$ cat src/source/cmd_defs.svh
`ifndef CMD_DEFS_SVH
`define CMD_DEFS_SVH

////////////////////////////////////////////////////////////
// Widths and sizes
////////////////////////////////////////////////////////////

`define CMD_W          16
`define QUEUE_DEPTH    16
`define QUEUE_AW       4
`define CHN_NUM        64
`define TRIM_W         4
`define VTH_W          10

////////////////////////////////////////////////////////////
// Command codes
////////////////////////////////////////////////////////////

// Run control, full word match
`define ACQ_START      16'hF0F0
`define ACQ_STOP       16'hF0F1
`define DATA_CLEAR     16'hF0FA

// Slow control, A class
`define SC_SEL_SC        16'hA0A0
`define SC_SEL_READ      16'hA0A1
`define ASIC_NUM_PFX     12'hA0B
`define CTEST_PFX        8'hA1
`define READ_REG_PFX     8'hA2
`define TRIG_COINCID_PFX 12'hA5A
`define HOLD_DELAY_PFX   8'hA6
`define CNT_RESET        16'hA7A1
`define HEADER_PFX       8'hAB
`define PARAM_LOAD       16'hD0A2

// Threshold DACs, top six bits of the word
`define VTH0_PFX       6'h30
`define VTH1_PFX       6'h31
`define VTH2_PFX       6'h32
`define TRIM_PFX       6'h33
// CC0x addresses channel 0
`define TRIM_CHN_BASE  8'd192

// S-curve test, E class
`define ACQ_MODE_SET   16'hE0A0
`define ACQ_MODE_CLR   16'hE0A1
`define SINGLE_SET     16'hE0B0
`define SINGLE_CLR     16'hE0B1
`define CTEST_IN_SET   16'hE0C0
`define CTEST_IN_CLR   16'hE0C1
`define SCTEST_START   16'hE0F0
`define SCTEST_STOP    16'hE0F1
`define TEST_CHN_PFX   8'hE1
`define CPT_MAX_PFX    8'hE2

// Reset values
`define ASIC_NUM_RST   3'd1
`define HEADER_RST     8'h55
`define VTH_RST        10'd1
`define CPT_MAX_RST    16'd10000

`endif
$ cat src/source/cmd_pkg.sv
`include "cmd_defs.svh"

package cmd_pkg;

  // One host command word
  typedef logic [`CMD_W-1:0] cmd_t;

  // Queue output, valid for one cycle per word
  typedef struct packed {
    logic valid;
    cmd_t word;
  } cmd_beat_t;

  ////////////////////////////////////////////////////////////
  // Held configuration
  ////////////////////////////////////////////////////////////

  // ASIC slow-control settings
  typedef struct packed {
    logic                sc_or_read;
    logic [2:0]          asic_num;
    logic [`CHN_NUM-1:0] ctest_mask;
    logic [`CHN_NUM-1:0] read_mask;
    logic [1:0]          trig_coincid;
    logic [4:0]          hold_delay;
    logic [7:0]          header;
  } sc_cfg_t;

  // Thresholds are kept in ASIC bit order
  typedef struct packed {
    logic [`VTH_W-1:0]                  vth0;
    logic [`VTH_W-1:0]                  vth1;
    logic [`VTH_W-1:0]                  vth2;
    logic [`CHN_NUM-1:0][`TRIM_W-1:0]   trim;
  } dac_cfg_t;

  // Acquisition and S-curve test control
  typedef struct packed {
    logic                        acq_run;
    logic                        acq_mode;
    logic                        single_chn;
    logic                        ctest_input;
    logic [$clog2(`CHN_NUM)-1:0] test_chn;
    logic [15:0]                 cpt_max;
    logic                        sctest_run;
  } run_cfg_t;

endpackage

$ cat src/source/usb_cmd_interpreter.sv
`timescale 1ns/1ns

module usb_cmd_interpreter (
  input  logic              clk,
  input  logic              reset_n,
  input  logic              cmd_valid,
  input  cmd_pkg::cmd_t     cmd_word,
  output logic              cmd_ready,
  output cmd_pkg::sc_cfg_t  sc_cfg,
  output cmd_pkg::dac_cfg_t dac_cfg,
  output cmd_pkg::run_cfg_t run_cfg,
  output logic              param_load,
  output logic              counter_reset,
  output logic              data_clear
);

  // Shared by all three decoders
  cmd_pkg::cmd_beat_t beat;

  cmd_queue i_cmd_queue (
    .clk      (clk),
    .reset_n  (reset_n),
    .in_valid (cmd_valid),
    .in_word  (cmd_word),
    .in_ready (cmd_ready),
    .beat     (beat)
  );

  ////////////////////////////////////////////////////////////
  // Decoders, one per command class
  ////////////////////////////////////////////////////////////

  sc_param_decoder i_sc_param_decoder (
    .clk           (clk),
    .reset_n       (reset_n),
    .beat          (beat),
    .sc_cfg        (sc_cfg),
    .param_load    (param_load),
    .counter_reset (counter_reset)
  );

  dac_param_decoder i_dac_param_decoder (
    .clk     (clk),
    .reset_n (reset_n),
    .beat    (beat),
    .dac_cfg (dac_cfg)
  );

  run_mode_decoder i_run_mode_decoder (
    .clk        (clk),
    .reset_n    (reset_n),
    .beat       (beat),
    .run_cfg    (run_cfg),
    .data_clear (data_clear)
  );

endmodule

$ cat src/source/run_mode_decoder.sv
`timescale 1ns/1ns
`include "cmd_defs.svh"

module run_mode_decoder (
  input  logic               clk,
  input  logic               reset_n,
  input  cmd_pkg::cmd_beat_t beat,
  output cmd_pkg::run_cfg_t  run_cfg,
  output logic               data_clear
);

  // Maximum count table for the S-curve counter
  function automatic logic [15:0] cpt_lookup(input logic [7:0] code);
    logic [15:0] value;
    case (code)
      8'h00:   value = 16'd200;
      8'h01:   value = 16'd1000;
      8'h02:   value = 16'd2000;
      8'h03:   value = 16'd5000;
      8'h04:   value = 16'd10000;
      8'h05:   value = 16'd20000;
      8'h06:   value = 16'd40000;
      8'h07:   value = 16'd50000;
      default: value = `CPT_MAX_RST;
    endcase
    return value;
  endfunction

  logic hit_test_chn;
  logic hit_cpt_max;

  assign hit_test_chn = beat.valid && (beat.word[15:8] == `TEST_CHN_PFX);
  assign hit_cpt_max  = beat.valid && (beat.word[15:8] == `CPT_MAX_PFX);

  ////////////////////////////////////////////////////////////
  // Run and test mode registers
  ////////////////////////////////////////////////////////////

  always_ff @(posedge clk or negedge reset_n) begin
    if (!reset_n) begin
      run_cfg.acq_run     <= 1'b0;
      run_cfg.acq_mode    <= 1'b1;
      run_cfg.single_chn  <= 1'b1;
      run_cfg.ctest_input <= 1'b1;
      run_cfg.test_chn    <= '0;
      run_cfg.cpt_max     <= `CPT_MAX_RST;
      run_cfg.sctest_run  <= 1'b0;
    end else begin
      if (beat.valid) begin
        case (beat.word)
          `ACQ_START:    run_cfg.acq_run     <= 1'b1;
          `ACQ_STOP:     run_cfg.acq_run     <= 1'b0;
          // acq_mode 1 is acquisition, 0 is S-curve
          `ACQ_MODE_SET: run_cfg.acq_mode    <= 1'b1;
          `ACQ_MODE_CLR: run_cfg.acq_mode    <= 1'b0;
          `SINGLE_SET:   run_cfg.single_chn  <= 1'b1;
          `SINGLE_CLR:   run_cfg.single_chn  <= 1'b0;
          `CTEST_IN_SET: run_cfg.ctest_input <= 1'b1;
          `CTEST_IN_CLR: run_cfg.ctest_input <= 1'b0;
          `SCTEST_START: run_cfg.sctest_run  <= 1'b1;
          `SCTEST_STOP:  run_cfg.sctest_run  <= 1'b0;
          default:       ;
        endcase
      end
      // Only matters in single-channel mode
      if (hit_test_chn) begin
        run_cfg.test_chn <= beat.word[$clog2(`CHN_NUM)-1:0];
      end
      if (hit_cpt_max) begin
        run_cfg.cpt_max <= cpt_lookup(beat.word[7:0]);
      end
    end
  end

  // Data queue clear pulse
  always_ff @(posedge clk or negedge reset_n) begin
    if (!reset_n) begin
      data_clear <= 1'b0;
    end else begin
      data_clear <= beat.valid && (beat.word == `DATA_CLEAR);
    end
  end

endmodule

$ cat src/source/dac_param_decoder.sv
`timescale 1ns/1ns
`include "cmd_defs.svh"

module dac_param_decoder (
  input  logic               clk,
  input  logic               reset_n,
  input  cmd_pkg::cmd_beat_t beat,
  output cmd_pkg::dac_cfg_t  dac_cfg
);

  logic                        hit_vth0;
  logic                        hit_vth1;
  logic                        hit_vth2;
  logic                        hit_trim;
  logic [$clog2(`CHN_NUM)-1:0] trim_chn;

  // Threshold prefixes take the top six bits, leaving a 10-bit value
  assign hit_vth0 = beat.valid && (beat.word[15:10] == `VTH0_PFX);
  assign hit_vth1 = beat.valid && (beat.word[15:10] == `VTH1_PFX);
  assign hit_vth2 = beat.valid && (beat.word[15:10] == `VTH2_PFX);
  assign hit_trim = beat.valid && (beat.word[15:10] == `TRIM_PFX);

  // CC0x..CFFx maps onto channels 0..63
  assign trim_chn = 6'(beat.word[11:4] - `TRIM_CHN_BASE);

  ////////////////////////////////////////////////////////////
  // Threshold and trim registers
  ////////////////////////////////////////////////////////////

  always_ff @(posedge clk or negedge reset_n) begin
    if (!reset_n) begin
      dac_cfg.vth0 <= `VTH_RST;
      dac_cfg.vth1 <= `VTH_RST;
      dac_cfg.vth2 <= `VTH_RST;
      dac_cfg.trim <= '0;
    end else begin
      // DAC codes are stored MSB-last for the shift chain
      if (hit_vth0) begin
        dac_cfg.vth0 <= {<<{beat.word[`VTH_W-1:0]}};
      end
      if (hit_vth1) begin
        dac_cfg.vth1 <= {<<{beat.word[`VTH_W-1:0]}};
      end
      if (hit_vth2) begin
        dac_cfg.vth2 <= {<<{beat.word[`VTH_W-1:0]}};
      end
      if (hit_trim) begin
        dac_cfg.trim[trim_chn] <= beat.word[`TRIM_W-1:0];
      end
    end
  end

endmodule

$ cat src/source/sc_param_decoder.sv
`timescale 1ns/1ns
`include "cmd_defs.svh"

module sc_param_decoder (
  input  logic               clk,
  input  logic               reset_n,
  input  cmd_pkg::cmd_beat_t beat,
  output cmd_pkg::sc_cfg_t   sc_cfg,
  output logic               param_load,
  output logic               counter_reset
);

  // n=1..64 selects channel n-1, anything else clears the mask
  // FF means every channel where allow_all is set
  function automatic logic [`CHN_NUM-1:0] onehot_mask(input logic [7:0] n,
                                                       input logic       allow_all);
    logic [`CHN_NUM-1:0] mask;
    mask = '0;
    if (n >= 8'd1 && n <= 8'(`CHN_NUM)) begin
      mask[6'(n - 8'd1)] = 1'b1;
    end else if (allow_all && n == 8'hFF) begin
      mask = '1;
    end
    return mask;
  endfunction

  logic hit_sel_sc;
  logic hit_sel_read;
  logic hit_asic_num;
  logic hit_ctest;
  logic hit_read_reg;
  logic hit_trig;
  logic hit_hold;
  logic hit_header;

  ////////////////////////////////////////////////////////////
  // Command match
  ////////////////////////////////////////////////////////////

  assign hit_sel_sc   = beat.valid && (beat.word == `SC_SEL_SC);
  assign hit_sel_read = beat.valid && (beat.word == `SC_SEL_READ);
  assign hit_asic_num = beat.valid && (beat.word[15:4] == `ASIC_NUM_PFX);
  assign hit_ctest    = beat.valid && (beat.word[15:8] == `CTEST_PFX);
  assign hit_read_reg = beat.valid && (beat.word[15:8] == `READ_REG_PFX);
  assign hit_trig     = beat.valid && (beat.word[15:4] == `TRIG_COINCID_PFX);
  assign hit_hold     = beat.valid && (beat.word[15:8] == `HOLD_DELAY_PFX);
  assign hit_header   = beat.valid && (beat.word[15:8] == `HEADER_PFX);

  ////////////////////////////////////////////////////////////
  // Held settings
  ////////////////////////////////////////////////////////////

  always_ff @(posedge clk or negedge reset_n) begin
    if (!reset_n) begin
      sc_cfg.sc_or_read   <= 1'b0;
      sc_cfg.asic_num     <= `ASIC_NUM_RST;
      sc_cfg.ctest_mask   <= '0;
      sc_cfg.read_mask    <= '0;
      sc_cfg.trig_coincid <= 2'b00;
      sc_cfg.hold_delay   <= 5'd0;
      sc_cfg.header       <= `HEADER_RST;
    end else begin
      // 0 selects slow control, 1 the read register
      if (hit_sel_sc) begin
        sc_cfg.sc_or_read <= 1'b0;
      end
      if (hit_sel_read) begin
        sc_cfg.sc_or_read <= 1'b1;
      end
      if (hit_asic_num) begin
        sc_cfg.asic_num <= beat.word[2:0];
      end
      if (hit_ctest) begin
        sc_cfg.ctest_mask <= onehot_mask(beat.word[7:0], 1'b1);
      end
      if (hit_read_reg) begin
        sc_cfg.read_mask <= onehot_mask(beat.word[7:0], 1'b0);
      end
      if (hit_trig) begin
        sc_cfg.trig_coincid <= beat.word[1:0];
      end
      if (hit_hold) begin
        sc_cfg.hold_delay <= beat.word[4:0];
      end
      // Header shifts out LSB first on the ASIC side
      if (hit_header) begin
        sc_cfg.header <= {<<{beat.word[7:0]}};
      end
    end
  end

  // One-cycle pulses
  always_ff @(posedge clk or negedge reset_n) begin
    if (!reset_n) begin
      param_load    <= 1'b0;
      counter_reset <= 1'b0;
    end else begin
      param_load    <= beat.valid && (beat.word == `PARAM_LOAD);
      counter_reset <= beat.valid && (beat.word == `CNT_RESET);
    end
  end

endmodule

$ cat src/source/cmd_queue.sv
`timescale 1ns/1ns
`include "cmd_defs.svh"

module cmd_queue (
  input  logic               clk,
  input  logic               reset_n,
  input  logic               in_valid,
  input  cmd_pkg::cmd_t      in_word,
  output logic               in_ready,
  output cmd_pkg::cmd_beat_t beat
);

  localparam logic [`QUEUE_AW:0] FULL_COUNT = `QUEUE_DEPTH;

  logic [`CMD_W-1:0]    mem [`QUEUE_DEPTH];
  logic [`QUEUE_AW-1:0] wr_ptr;
  logic [`QUEUE_AW-1:0] rd_ptr;
  logic [`QUEUE_AW:0]   count;
  logic                 push;
  logic                 pop;
  logic                 beat_valid;
  logic [`CMD_W-1:0]    beat_word;

  assign in_ready = (count != FULL_COUNT);
  assign push     = in_valid && in_ready;
  // Decoders never stall, so drain whenever anything is stored
  assign pop      = (count != '0);

  always_ff @(posedge clk) begin
    if (push) begin
      mem[wr_ptr] <= in_word;
    end
  end

  // Pointers wrap naturally at QUEUE_DEPTH
  always_ff @(posedge clk or negedge reset_n) begin
    if (!reset_n) begin
      wr_ptr <= '0;
      rd_ptr <= '0;
    end else begin
      if (push) begin
        wr_ptr <= wr_ptr + 1'b1;
      end
      if (pop) begin
        rd_ptr <= rd_ptr + 1'b1;
      end
    end
  end

  always_ff @(posedge clk or negedge reset_n) begin
    if (!reset_n) begin
      count <= '0;
    end else begin
      case ({push, pop})
        2'b10:   count <= count + 1'b1;
        2'b01:   count <= count - 1'b1;
        default: count <= count;
      endcase
    end
  end

  // Registered output beat
  always_ff @(posedge clk or negedge reset_n) begin
    if (!reset_n) begin
      beat_valid <= 1'b0;
    end else begin
      beat_valid <= pop;
    end
  end

  always_ff @(posedge clk) begin
    if (pop) begin
      beat_word <= mem[rd_ptr];
    end
  end

  assign beat = '{valid: beat_valid, word: beat_word};

endmodule

$ cat config.mk
export PLATFORM = sky130hd
export DESIGN_NAME = usb_cmd_interpreter
export DESIGN_NICKNAME = d
export VERILOG_FILES = /design/src/source/cmd_pkg.sv /design/src/source/usb_cmd_interpreter.sv /design/src/source/run_mode_decoder.sv /design/src/source/dac_param_decoder.sv /design/src/source/sc_param_decoder.sv /design/src/source/cmd_queue.sv
export VERILOG_INCLUDE_DIRS = /design/src /design/src/source
export SDC_FILE = /design/constraint.sdc
export NUM_CORES = 1
export LEC_CHECK = 0
export BUFFER_PORTS_ARGS = -buffer_cell sky130_fd_sc_hd__clkbuf_2
export CAP_MARGIN = 20
export CORE_MARGIN = 5
export CORE_UTILIZATION = 50
export DETAILED_ROUTE_END_ITERATION = 12
export PLACE_DENSITY = 0.72
export SYNTH_ARGS = -nofsm -noshare
export SYNTH_HDL_FRONTEND = slang
export SYNTH_SLANG_ARGS = --single-unit
$ cat constraint.sdc
create_clock -name clk -period 4.25 [get_ports clk]
set_input_delay 0.85 -clock clk [delete_from_list [all_inputs] [get_ports clk]]
set_output_delay 0.85 -clock clk [all_outputs]
set_load 0.1 [all_outputs]
# Yosys cells after proc, flatten, opt, wreduce, memory -nomap -nowiden
# Memories as Yosys holds them, arrays and structs flattened. A register that Yosys moved wholly into a read port is not among the register bits.
# Cells that the tools add are included.
op_classes:
  addsub: 6
  magnitude_cmp: 6
  n_eq_ne: 31
  n_reduce_logical: 35
  muxes: 19
op_table:
  columns: ["cell", "n"]
  rows:
  - ["256-bit bitwise mux", 1]
  - ["16-bit equality test (second input constant)", 15]
  - ["64-bit two-way mux", 3]
  - ["8-bit equality test (second input constant)", 7]
  - ["4-bit demux with 6-bit select", 1]
  - ["12-bit equality test (second input constant)", 2]
  - ["6-bit equality test (second input constant)", 4]
  - ["1-bit logical AND", 21]
  - ["16-bit two-way mux", 1]
  - ["6-bit by 7-bit < comparator with 1-bit output (second input constant)", 2]
  - ["2-bit nonzero test", 7]
  - ["6-bit by 1-bit greater-or-equal comparator with 1-bit output (second input constant)", 2]
  - ["6-bit by 1-bit subtractor with 6-bit output (second input constant)", 2]
  - ["1-bit case mux with 2 select lines", 5]
  - ["5-bit case mux with 2 select lines", 1]
  - ["2-bit AND reduction", 5]
  - ["4-bit by 1-bit adder with 4-bit output (second input constant)", 2]
  - ["8-bit by 1-bit greater-or-equal comparator with 1-bit output (second input constant)", 1]
  - ["8-bit by 7-bit less-or-equal comparator with 1-bit output (second input constant)", 1]
  - ["1-bit demux with 6-bit select", 1]
  - ["5-bit by 1-bit adder with 5-bit output (second input constant)", 1]
  - ["5-bit zero test", 1]
  - ["1-bit two-way mux", 5]
  - ["5-bit != test (second input constant)", 1]
  - ["5 further kinds", 5]
word_totals:
  romBits: 104
  reg_bits: 477
  ram_bits: 256
  memories: 2
mem_list:
  columns: ["memory", "depth", "width", "read_ports", "rd_ports_with_merged_regs", "wr", "line", "text"]
  rows:
  - ["i_cmd_queue.mem", 16, 16, 1, 1, 1, "cmd_queue.sv:15", "logic [`CMD_W-1:0] mem [`QUEUE_DEPTH];"]
  - ["(no name shown)", 8, 13, 1, 0, 0, "run_mode_decoder.sv:15", "case (code)"]

# Depth between registers and ports, before layout
# Gate-level depths: netlist of run 1.
depth:
  depth_word: 6
  ltp_mapped: 10
  mapped_depth_nobuf: 9

# By module
# From an unflattened synthesis of run 1, not the netlist that was laid out.
hier_totals:
  hier_cells: 1997
  hier_area_um2: 30194.0
modules_own_cells:
  columns: ["mod", "seq_area_each_um2", "instances", "cells_per_inst", "area_each_um2"]
  rows:
  - ["dac_param_decoder", 7160.6, 1, 743, 11695.0]
  - ["cmd_queue", 8518.2, 1, 506, 10948.0]
  - ["sc_param_decoder", 3734.8, 1, 625, 6262.3]
  - ["run_mode_decoder", 635.6, 1, 123, 1288.7]

# Least setup slack after synthesis of run 1
# OpenSTA, ideal clock, no wires.
synth_timing:
  path_type: "reg-to-reg"
  from: "reg i_cmd_queue.count[1]"
  to: "mem i_cmd_queue.mem[3][0] (netlist bit), enable pin"
  slack_ns: 0.693
  stages_incl_launch_ff: 8
  t_arrival_ns: 3.147
  path_buffers: 2
  synth_period_minus_slack_ns: 3.557
  path_cell_list: "dfrtp_1 -> clkbuf_1 -> nor4_1 -> nand2_1 -> and2_1 -> clkbuf_1 -> nand2_1 -> nor3_1"
synth_between:
  elab_chain_cells: 4
synth_rtl:
  columns: ["item", "line", "text"]
  rows:
  - ["start, declared", "cmd_queue.sv:18", "logic [`QUEUE_AW:0] count;"]
  - ["start signal, assigned", "cmd_queue.sv:55", "2'b10: count <= count + 1'b1;"]
  - ["start signal, assigned", "cmd_queue.sv:56", "2'b01: count <= count - 1'b1;"]
  - ["start signal, assigned", "cmd_queue.sv:57", "default: count <= count;"]
  - ["5-bit != test", "cmd_queue.sv:24", "assign in_ready = (count != FULL_COUNT);"]
  - ["net cmd_ready", "usb_cmd_interpreter.sv:8", "output logic cmd_ready,"]
  - ["1-bit logical AND", "cmd_queue.sv:25", "assign push = in_valid && in_ready;"]
  - ["1-bit two-way mux", "cmd_queue.sv:30", "if (push) begin"]
  - ["1-bit two-way mux (not written as such)", "cmd_queue.sv:31", "mem[wr_ptr] <= in_word;"]
  - ["end, declared", "cmd_queue.sv:15", null]
# The timed path passes the listed nets, and every way through them passes these cells.

# Final worst setup path of run 1
layout_timing:
  from: "reg i_cmd_queue.beat_word[8], read port of i_cmd_queue.mem"
  to: "reg, netlist name i_sc_param_decoder.sc_cfg[43]"
layout_between:
  elab_chain_cells: 2
layout_rtl:
  columns: ["item", "line", "text"]
  rows:
  - ["start, declared", "cmd_queue.sv:22", "logic [`CMD_W-1:0] beat_word;"]
  - ["8-bit equality test (no source line)", null, null]
  - ["1-bit logical AND", "sc_param_decoder.sv:44", "assign hit_read_reg = beat.valid && (beat.word[15:8] == `READ_REG_PFX);"]
# Every way passes these cells.
# A chain may end at the register's enable or synchronous reset.

==> results.toml, run 1 <==
[run_status]
status = "completed"

[final_layout]
final_layout_size_suffix_gt1_frac = 0.433
layout_commonest_cell = "clkbuf_2"
layout.nets = 2444
final_cell_mix = "478 x clkbuf_2, 456 x dfrtp_1, 305 x mux2_2"
postLayoutCellArea_mm2 = 0.0353
area_growth_pct = 20.2
fin_cells = 3240

[logic_synthesis]
avgSynthCellArea_um2 = 15.2
ys_seq_area_frac = 0.683
synth.distinct_cells = 70
synth_ff_type = "dfrtp_1"
synth_edf_count = 272
synth_area_mm2 = 0.0294
synthArstFlopShare = 0.635
synthCells = 1928
ys_ff_latch = 746
yosysWarnings = 0

[route]
drt_iter0_markers = 1620
dr_total_vias = 18800
drtAntennaViolNets = 0
dr.pass1.iters = 5
remaining_drc_errors = 0
wl_um = 85300
wire_per_inst_um = 26.3
viasPerCell = 5.81

[sta]
fin_worst_skew_ns = 0.0209
rsz0062_at_grt = "false"
finalHoldViolCount = 0
fmax_ghz = 0.317
fin_tns_setup_ns = 0
setup_slack_ns = 1.10
maxSlewViolCount = 0
maxSlewHeadroom = 0.234
setup_viol = 0
fin_crit_sh = 0.742
period_needed_ns = 3.15
tightest_slew_ns = 1.15

[clock_network]
clkLatencyLatePin_ns = 0.62
path_clk_slew_ns = 0.06
cts_tree = "built"
h-tree-depth = 3
postCtsResizedCells = 0
clock-sinks = 746
postCtsSetupRepairBufs = 0
cts_inserted_buffers = 77
hold_buffers = 0
cts_buffer_depth = 3
clockRootBuffer = "clkbuf_16"

[worst_setup_path]
cp.required_ns = 4.75
critPathKind = "reg2reg"
rrSetupSlack_ns = 1.10
crit_path_max_fanout = 65
end_kind = "flip-flop"
critPathArrivalTime_ns = 3.65
critPathLaunchType = "flip-flop"

[flow_run]
maxCapViolCount = 0

[placed_design]
post-place-cells = 3098
dp_hpwl_um = 59800
gp_congestion = 0.900
io_buffers = 479
postPlaceCellArea_mm2 = 0.0327
pre_cts_slack_ns = 1.15

[grt]
grt-ovfl-total = 0
grt_pass1_vias = 19100
grt_use_total = 0.263
grt_pass1_wl_um = 126000
antenna_found_initial = 5
grt_max_degree = 119

[power]
p_leak_uw = 0.0159
total_power_uw = 26100
ir_worst_vdd_v = 0.000904
power_density_mw_per_mm2 = 739

[die]
core.rowCount = 88
die_y_um = 252
dieArea_mm2 = 0.0637
core-area_mm2 = 0.0579
top_level_ports = 483
start_util = 0.507
die_width_um = 252

[worst_hold_path]
hold_path.class = "in2async"
## worst max-delay path, cell delays in order, from the launching register on
cell	delay (ns)
edfxtp_1	0.58
nor4b_1	0.82
nand4bb_4	0.67
buf_4	0.57
mux2_2	0.35
## power breakdown
part | switching (uW) | leakage (uW) | internal (uW)
sequential | 1070 | 0.00893 | 8540
clock | 2750 | 0.00125 | 4050
combinational | 7510 | 0.00568 | 2170
total | 11300 | 0.0159 | 14800
## layer usage
metal  vias to the layer above  part of all wire  track usage
met3                       197             0.082       0.0576
met5                         -           0.00052            0
met2                       889              0.49        0.431
li1                       8056                 -            -
met1                      9689              0.38        0.341
met4                         6             0.049        0.117
## cell usage after synthesis (3+ instances only)
cell type,count,area share
xnor2_1,7,0.0021
xor2_1,3,0.00090
ha_1,12,0.0051
inv_1,12,0.0015
o21a_1,5,0.0013
nor4_1,6,0.0013
a31oi_1,4,0.00085
nand2b_1,14,0.0030
a21oi_2,3,0.00090
nor3_1,33,0.0056
dfstp_2,16,0.014
clkbuf_1,83,0.011
buf_1,8,0.0010
and2_1,4,0.00085
buf_2,22,0.0038
edfxtp_1,272,0.28
nand4_1,6,0.0013
buf_4,3,0.00077
o21ai_0,65,0.011
o22a_1,10,0.0030
nor2_1,125,0.016
nand2_1,168,0.021
or3_1,4,0.00085
and3_1,4,0.00085
nand3_1,32,0.0055
mux4_2,80,0.061
o31ai_1,20,0.0051
dfrtp_1,458,0.39
a21oi_1,62,0.011
a22o_1,4,0.0012
and4_1,5,0.0015
o22ai_1,9,0.0019
or4_1,3,0.00077
nor2b_1,12,0.0026
mux2_2,305,0.12
## path summary, 6_finish.rpt
path / startpoint / end / depth (start not counted)
min in group clk: i_run_mode_decoder.run_cfg[14] / i_run_mode_decoder.run_cfg[14] / 2
max reg2reg: i_cmd_queue.beat_word[8] / i_sc_param_decoder.sc_cfg[43] / 4
max: i_cmd_queue.beat_word[8] / i_sc_param_decoder.sc_cfg[43] / 4
max in group asynchronous: reset_n / i_sc_param_decoder.sc_cfg[136] / 3
min: reset_n / i_dac_param_decoder.dac_cfg[269] / 1
min reg2reg: i_run_mode_decoder.run_cfg[14] / i_run_mode_decoder.run_cfg[14] / 2
## registers in the layout, summed over array words and instances, names as in the netlist
signal	flops
i_dac_param_decoder.dac_cfg	286
i_cmd_queue.mem	256
i_sc_param_decoder.sc_cfg	147
i_run_mode_decoder.run_cfg	24
i_cmd_queue.beat_word	16
i_cmd_queue.count	5
i_cmd_queue.rd_ptr	4
i_cmd_queue.wr_ptr	4
i_cmd_queue.beat_valid	1
i_run_mode_decoder.data_clear	1
i_sc_param_decoder.counter_reset	1
i_sc_param_decoder.param_load	1
## stage by stage
step	utilization	hold slack (ns)
3_5_place_dp	0.565	0.462
5_1_grt	0.609	0.400
3_3_place_gp	0.565	0.464
2_1_floorplan	-	0.481
6_report	0.609	0.250
4_1_cts	0.609	0.360
## logic make-up (layout without fill, tap and decap cells)
group | Yosys count | in the layout | share of synthesized area
simple gates | 438 | 438 | 0.0691
buf+inv | 131 | 675 | 0.0184
other cells | 1 | 4 | 0.000128
mux | 387 | 387 | 0.179
compound gates | 203 | 203 | 0.0422
fa+ha+maj | 12 | 12 | 0.00512
xor+xnor | 10 | 10 | 0.00298
flops | 746 | 746 | 0.683
## final cells by class
type / instances / area, um2
well taps: 765 / 957
repair buffers: 522 / 2800
fillers: 4345 / 22600
multi-input cells: 1053 / 8860
flip-flops and latches: 746 / 20100
inverters: 13 / 48.8
diodes: 1 / 2.50
clock buffers: 103 / 2110
clock inverters: 37 / 440
No activity file was read; power rests on OpenSTA's default activity.
==> run 2: changes to the inputs <==
==> constraint.sdc (replaced) <==
create_clock -name clk -period 3 [get_ports clk]
set_input_delay 0.6 -clock clk [delete_from_list [all_inputs] [get_ports clk]]
set_output_delay 0.6 -clock clk [all_outputs]
set_load 0.1 [all_outputs]
==> results.toml, run 2 (same netlist as run 1, synthesis figures left out) <==
[die]
top_level_ports = 483
die_width_um = 252
start_util = 0.507
dieArea_mm2 = 0.0637
core-area_mm2 = 0.0579
core.rowCount = 88
die_y_um = 252

[clock_network]
path_clk_slew_ns = 0.05
cts_buffer_depth = 3
clkLatencyLatePin_ns = 0.62
cts_inserted_buffers = 77
cts_tree = "built"
clockRootBuffer = "clkbuf_16"
postCtsSetupRepairBufs = 0
h-tree-depth = 3
clock-sinks = 746

[placed_design]
dp_hpwl_um = 61000
io_buffers = 479
gp_congestion = 0.895
pre_cts_slack_ns = 0.298
postPlaceCellArea_mm2 = 0.0330

[sta]
setup_slack_ns = 0.307
period_needed_ns = 2.69
maxSlewViolCount = 0
maxSlewHeadroom = 0.287
finalHoldViolCount = 0
fmax_ghz = 0.371
rsz0062_at_grt = "false"
setup_viol = 0
fin_tns_setup_ns = 0
holdWs_ns = 0.392
fin_worst_skew_ns = 0.0247
tightest_slew_ns = 1.07
fin_crit_sh = 0.898

[final_layout]
fillers = 4265
utilization = 0.616
reg_top3 = "i_dac_param_decoder.dac_cfg (286), i_cmd_queue.mem (256), i_sc_param_decoder.sc_cfg (147)"
layout.nets = 2476
multiInputGateArea_mm2 = 0.00883
postLayoutCellArea_mm2 = 0.0357
layout_commonest_cell = "clkbuf_2"
seq_area_mm2 = 0.0201
area_growth_pct = 21.5
top_register = "i_dac_param_decoder.dac_cfg"
final_layout_size_suffix_gt1_frac = 0.441
largest_reg_flops = 286
final_cell_mix = "478 x clkbuf_2, 456 x dfrtp_1, 305 x mux2_2"

[worst_setup_path]
slowest_stage = "dfrtp_1"
crit_chain = "nor4_2 -> nand2_2 -> clkbuf_2"
critPathLaunchType = "flip-flop"
cp.required_ns = 2.40
critPathKind = "reg2out"
crit_path_max_fanout = 8
max_stage_delay_ns = 0.46
end_kind = "output port"
critPathArrivalTime_ns = 2.09

[grt]
grt_use_total = 0.267
grt_pass1_wl_um = 129000
grt-ovfl-total = 0
grt_max_degree = 75
antenna_found_initial = 5
grt_pass1_vias = 19000

[power]
ir_worst_vdd_v = 0.00104
p_leak_uw = 0.0161
power_density_mw_per_mm2 = 1050

[route]
remaining_drc_errors = 0
dr_total_vias = 19100
wire_per_inst_um = 26.5
wl_um = 86600
viasPerCell = 5.84
drt_iter0_markers = 1685
dr.pass1.iters = 5
drtAntennaViolNets = 0

[flow_run]
maxCapViolCount = 0

[run_status]
status = "completed"

[worst_hold_path]
hold_path.class = "in2reg"
## run 2: changes by cell type in the layout (fill, tap and decap cells not counted), moves of 4 or more
cell / before / now
buf_12: 5 / 12
buf_4: 37 / 62
clkbuf_1: 19 / 15
clkbuf_8: 6 / 15
nor2_1: 118 / 125
nor2_2: 7 / 0
nor3_2: 3 / 7
nor3_4: 4 / 0
## run 2: metrics by stage
step,instances,total power (uW)
after floorplan,1930,23800
after global routing,3272,38800
after global placement,3130,27400
after CTS,3272,37600
after detailed placement,3130,27700
final,3274,37500
## run 2: metal layers
| metal | part of all wire | global-route usage |
|---|---|---|
| met1 | 0.38 | 0.356 |
| met2 | 0.49 | 0.441 |
| met3 | 0.080 | 0.0570 |
| met4 | 0.041 | 0.0962 |
| met5 | 0.00054 | 0 |
## run 2: cell type report
| cell class | count | area share |
|---|---|---|
| Sequential cell | 746 | 0.562 |
| Multi-Input combinational cell | 1053 | 0.247 |
| Timing Repair Buffer | 554 | 0.0876 |
| Clock buffer | 108 | 0.0621 |
| Tap cell | 765 | 0.0268 |
| Clock inverter | 33 | 0.0122 |
| Inverter | 13 | 0.00137 |
| Antenna cell | 2 | 0.000140 |
## run 2: what timing repair did
item | in CTS | in global routing
resized for setup | 0 | 1
endpoints found under the setup margin | 0 | 1
hold buffers | 1 | 0
hold endpoints to repair | 50 | 0
## run 2: worst max-delay path, delay by kind of cell (launching register included)
| kind | cells | cell delay (ns) |
|---|---|---|
| simple gates | 2 | 0.62 |
| buf+inv | 1 | 0.41 |
| flops | 1 | 0.46 |
## run 2: final timing paths
path | from | endpoint | slack, ns | depth (start not counted)
setup / recovery | i_cmd_queue.count[1] | cmd_ready | 0.31 | 3
hold / removal | cmd_valid | i_cmd_queue.count[1] | 0.39 | 3
setup reg to reg | i_cmd_queue.beat_word[1] | i_sc_param_decoder.sc_cfg[44] | 0.34 | 7
hold reg to reg | i_run_mode_decoder.run_cfg[14] | i_run_mode_decoder.run_cfg[14] | 0.46 | 2
max in group asynchronous | reset_n | i_sc_param_decoder.sc_cfg[2] | 1.54 | 3
min in group asynchronous | reset_n | i_run_mode_decoder.run_cfg[18] | 0.56 | 2
## run 2: power by group
part	total, uW	internal [uW]	switching [uW]
sequential	13300	12100	1170
clock	9880	5890	3990
combinational	14400	3260	11100
total	37500	21300	16300
==> run 3: changes to the inputs <==
--- a/config.mk
+++ b/config.mk
@@ -14,4 +14,5 @@
 export PLACE_DENSITY = 0.72
 export SYNTH_ARGS = -nofsm -noshare
 export SYNTH_HDL_FRONTEND = slang
+export SYNTH_HIERARCHICAL = 1
 export SYNTH_SLANG_ARGS = --single-unit
==> results.toml, run 3 <==
[run_status]
status = "completed"

[final_layout]
fin_cells = 3357
seq_area_mm2 = 0.0201
layout_commonest_cell = "clkbuf_2"
fillers = 4590
area_growth_pct = 20.7
diodes = 0
largest_reg_flops = 286
final_cell_mix = "478 x clkbuf_2, 456 x dfrtp_1, 284 x mux2_2"
reg_top3 = "i_dac_param_decoder/dac_cfg (286), i_cmd_queue/mem (256), i_sc_param_decoder/sc_cfg (147)"
final_layout_size_suffix_gt1_frac = 0.444
top_register = "i_dac_param_decoder/dac_cfg"
layout.nets = 2547
multiInputGateArea_mm2 = 0.00948

[sta]
maxSlewViolCount = 0
fin_tns_setup_ns = 0
fin_worst_skew_ns = 0.0265
rsz0062_at_grt = "false"
finalHoldViolCount = 0
maxSlewHeadroom = 0.308
fmax_ghz = 0.368
period_needed_ns = 2.72
setup_viol = 0
tightest_slew_ns = 1.04
fin_crit_sh = 0.907

[worst_setup_path]
slowest_stage = "nor4_4"
rr_startpoint = "i_cmd_queue/beat_word[12]"
critPathLaunchType = "flip-flop"
max_stage_delay_ns = 0.50
cp_num_buf_inv = 1
startpoint = "i_cmd_queue/count[2]"
crit_family = "simple AND/OR/NAND/NOR gates"
critPathArrivalTime_ns = 2.12
crit_chain = "nor4_4 -> nand2_1 -> clkbuf_2"
cp.required_ns = 2.40
crit_path_max_fanout = 7
critPathKind = "reg2out"
end_kind = "output port"

[logic_synthesis]
avgSynthCellArea_um2 = 15.1
synth_compound_area_frac = 0.0427
ys_seq_area_frac = 0.664
synth_edf_count = 272
ys_ff_latch = 746
synth.area.top_cells = "dfrtp_1 38%, edfxtp_1 27%, mux2_2 11%"
yosysMostFrequentCell = "dfrtp_1"
synthArstFlopShare = 0.635
synth.top_cell.area_share = 0.380
synth.distinct_cells = 79
synthXorXnorAreaFrac = 0.00319
synthCells = 1997
yosysWarnings = 6
synth-simple-area-share = 0.0950
synth_fa_ha_area_frac = 0.00663
synth_ff_type = "dfrtp_1"
synth_top_family_by_area = "multiplexers"
synth_area_mm2 = 0.0302
synth_top_area_cell = "dfrtp_1"
synth_common_cells = "458 x dfrtp_1, 284 x mux2_2, 272 x edfxtp_1"
synthMuxAreaShare = 0.165

[route]
viasPerCell = 5.84
drt_iter0_markers = 1875
wl_um = 85600
remaining_drc_errors = 0
wire_per_inst_um = 25.5
drtAntennaViolNets = 0
dr.pass1.iters = 7
dr_total_vias = 19600

[die]
core.rowCount = 90
top_level_ports = 483
die_width_um = 256
start_util = 0.502
core-area_mm2 = 0.0601
die_y_um = 256
dieArea_mm2 = 0.0654

[grt]
antenna_found_initial = 6
grt-ovfl-total = 0
grt_use_total = 0.257
grt_pass1_vias = 20000
grt_pass1_wl_um = 129000
grt_max_degree = 80

[power]
power_density_mw_per_mm2 = 1050
p_leak_uw = 0.0165
ir_worst_vdd_v = 0.00112

[worst_hold_path]
worstHoldStart = "cmd_valid"
hold_path.class = "in2reg"

[clock_network]
postCtsSetupRepairBufs = 0
cts_tree = "built"
clkLatencyLatePin_ns = 0.64
clockRootBuffer = "clkbuf_16"
h-tree-depth = 3
cts_buffer_depth = 3
path_clk_slew_ns = 0.06
cts_inserted_buffers = 77
clock-sinks = 746

[placed_design]
io_buffers = 479
gp_congestion = 0.849
post-place-cells = 3214
dp_hpwl_um = 57700

[flow_run]
maxCapViolCount = 0
-- run 3: path summary, 6_finish.rpt --
check | slack, ns | cells after the start | to
worst max-delay path | 0.28 | 3 | cmd_ready
worst min-delay path | 0.36 | 3 | i_cmd_queue/count[4]
worst max register to register | 0.37 | 5 | i_sc_param_decoder/sc_cfg[84]
worst min register to register | 0.48 | 2 | i_sc_param_decoder/sc_cfg[43]
max in group asynchronous | 1.57 | 3 | i_sc_param_decoder/sc_cfg[43]
min in group asynchronous | 0.55 | 2 | i_dac_param_decoder/dac_cfg[184]
-- run 3: power by group --
| part | switching (uW) | internal, uW |
|---|---|---|
| logic | 11900 | 3380 |
| registers | 943 | 12100 |
| clock network | 4050 | 5850 |
-- run 3: what timing repair did --
action / CTS / global route
hold buffers: 1 / 0
gates resized for setup: 0 / 0
hold endpoints to repair: 51 / 0
-- run 3: per-layer routing --
layer	wire, um	part of all wire	global-route usage
met1	32800	0.38	0.329
met2	42800	0.50	0.435
met3	6220	0.073	0.0546
met4	3760	0.044	0.0987
met5	54	0.00063	0
-- run 3: cells by family after synthesis --
family | after synthesis
AND/OR/NAND/NOR | 474
buffers and inverters | 152
multiplexers | 377
adder cells (fa/ha/maj) | 16
other | 1
AO/OA/AOI/OAI | 220
flip-flops | 746
XOR/XNOR | 11
-- run 3: final cells by class --
type	count	area share
timing repair buffer	577	0.0897
sequential	746	0.550
clock buffer	97	0.0571
multi-input combinational	1101	0.260
inverter	9	0.000927
tap	782	0.0268
clock inverter	45	0.0152
-- run 3: worst min-delay path, cell delays in order --
cell and delay (ns):
clkbuf_2 0.20, nand2_1 0.07, o311ai_1 0.07
-- run 3: stage by stage --
step	total power, uW	hold WS, ns	setup WS, ns	utilization	instance area, um2
3_5_place_dp	28400	0.470	0.431	0.562	33800
4_1_cts	38300	0.324	0.231	0.606	36500
2_1_floorplan	24300	0.304	0.0973	-	30200
6_report	38200	0.362	0.279	0.606	36500
5_1_grt	39600	0.361	0.175	0.606	36500
3_3_place_gp	28100	0.465	0.478	0.562	33800
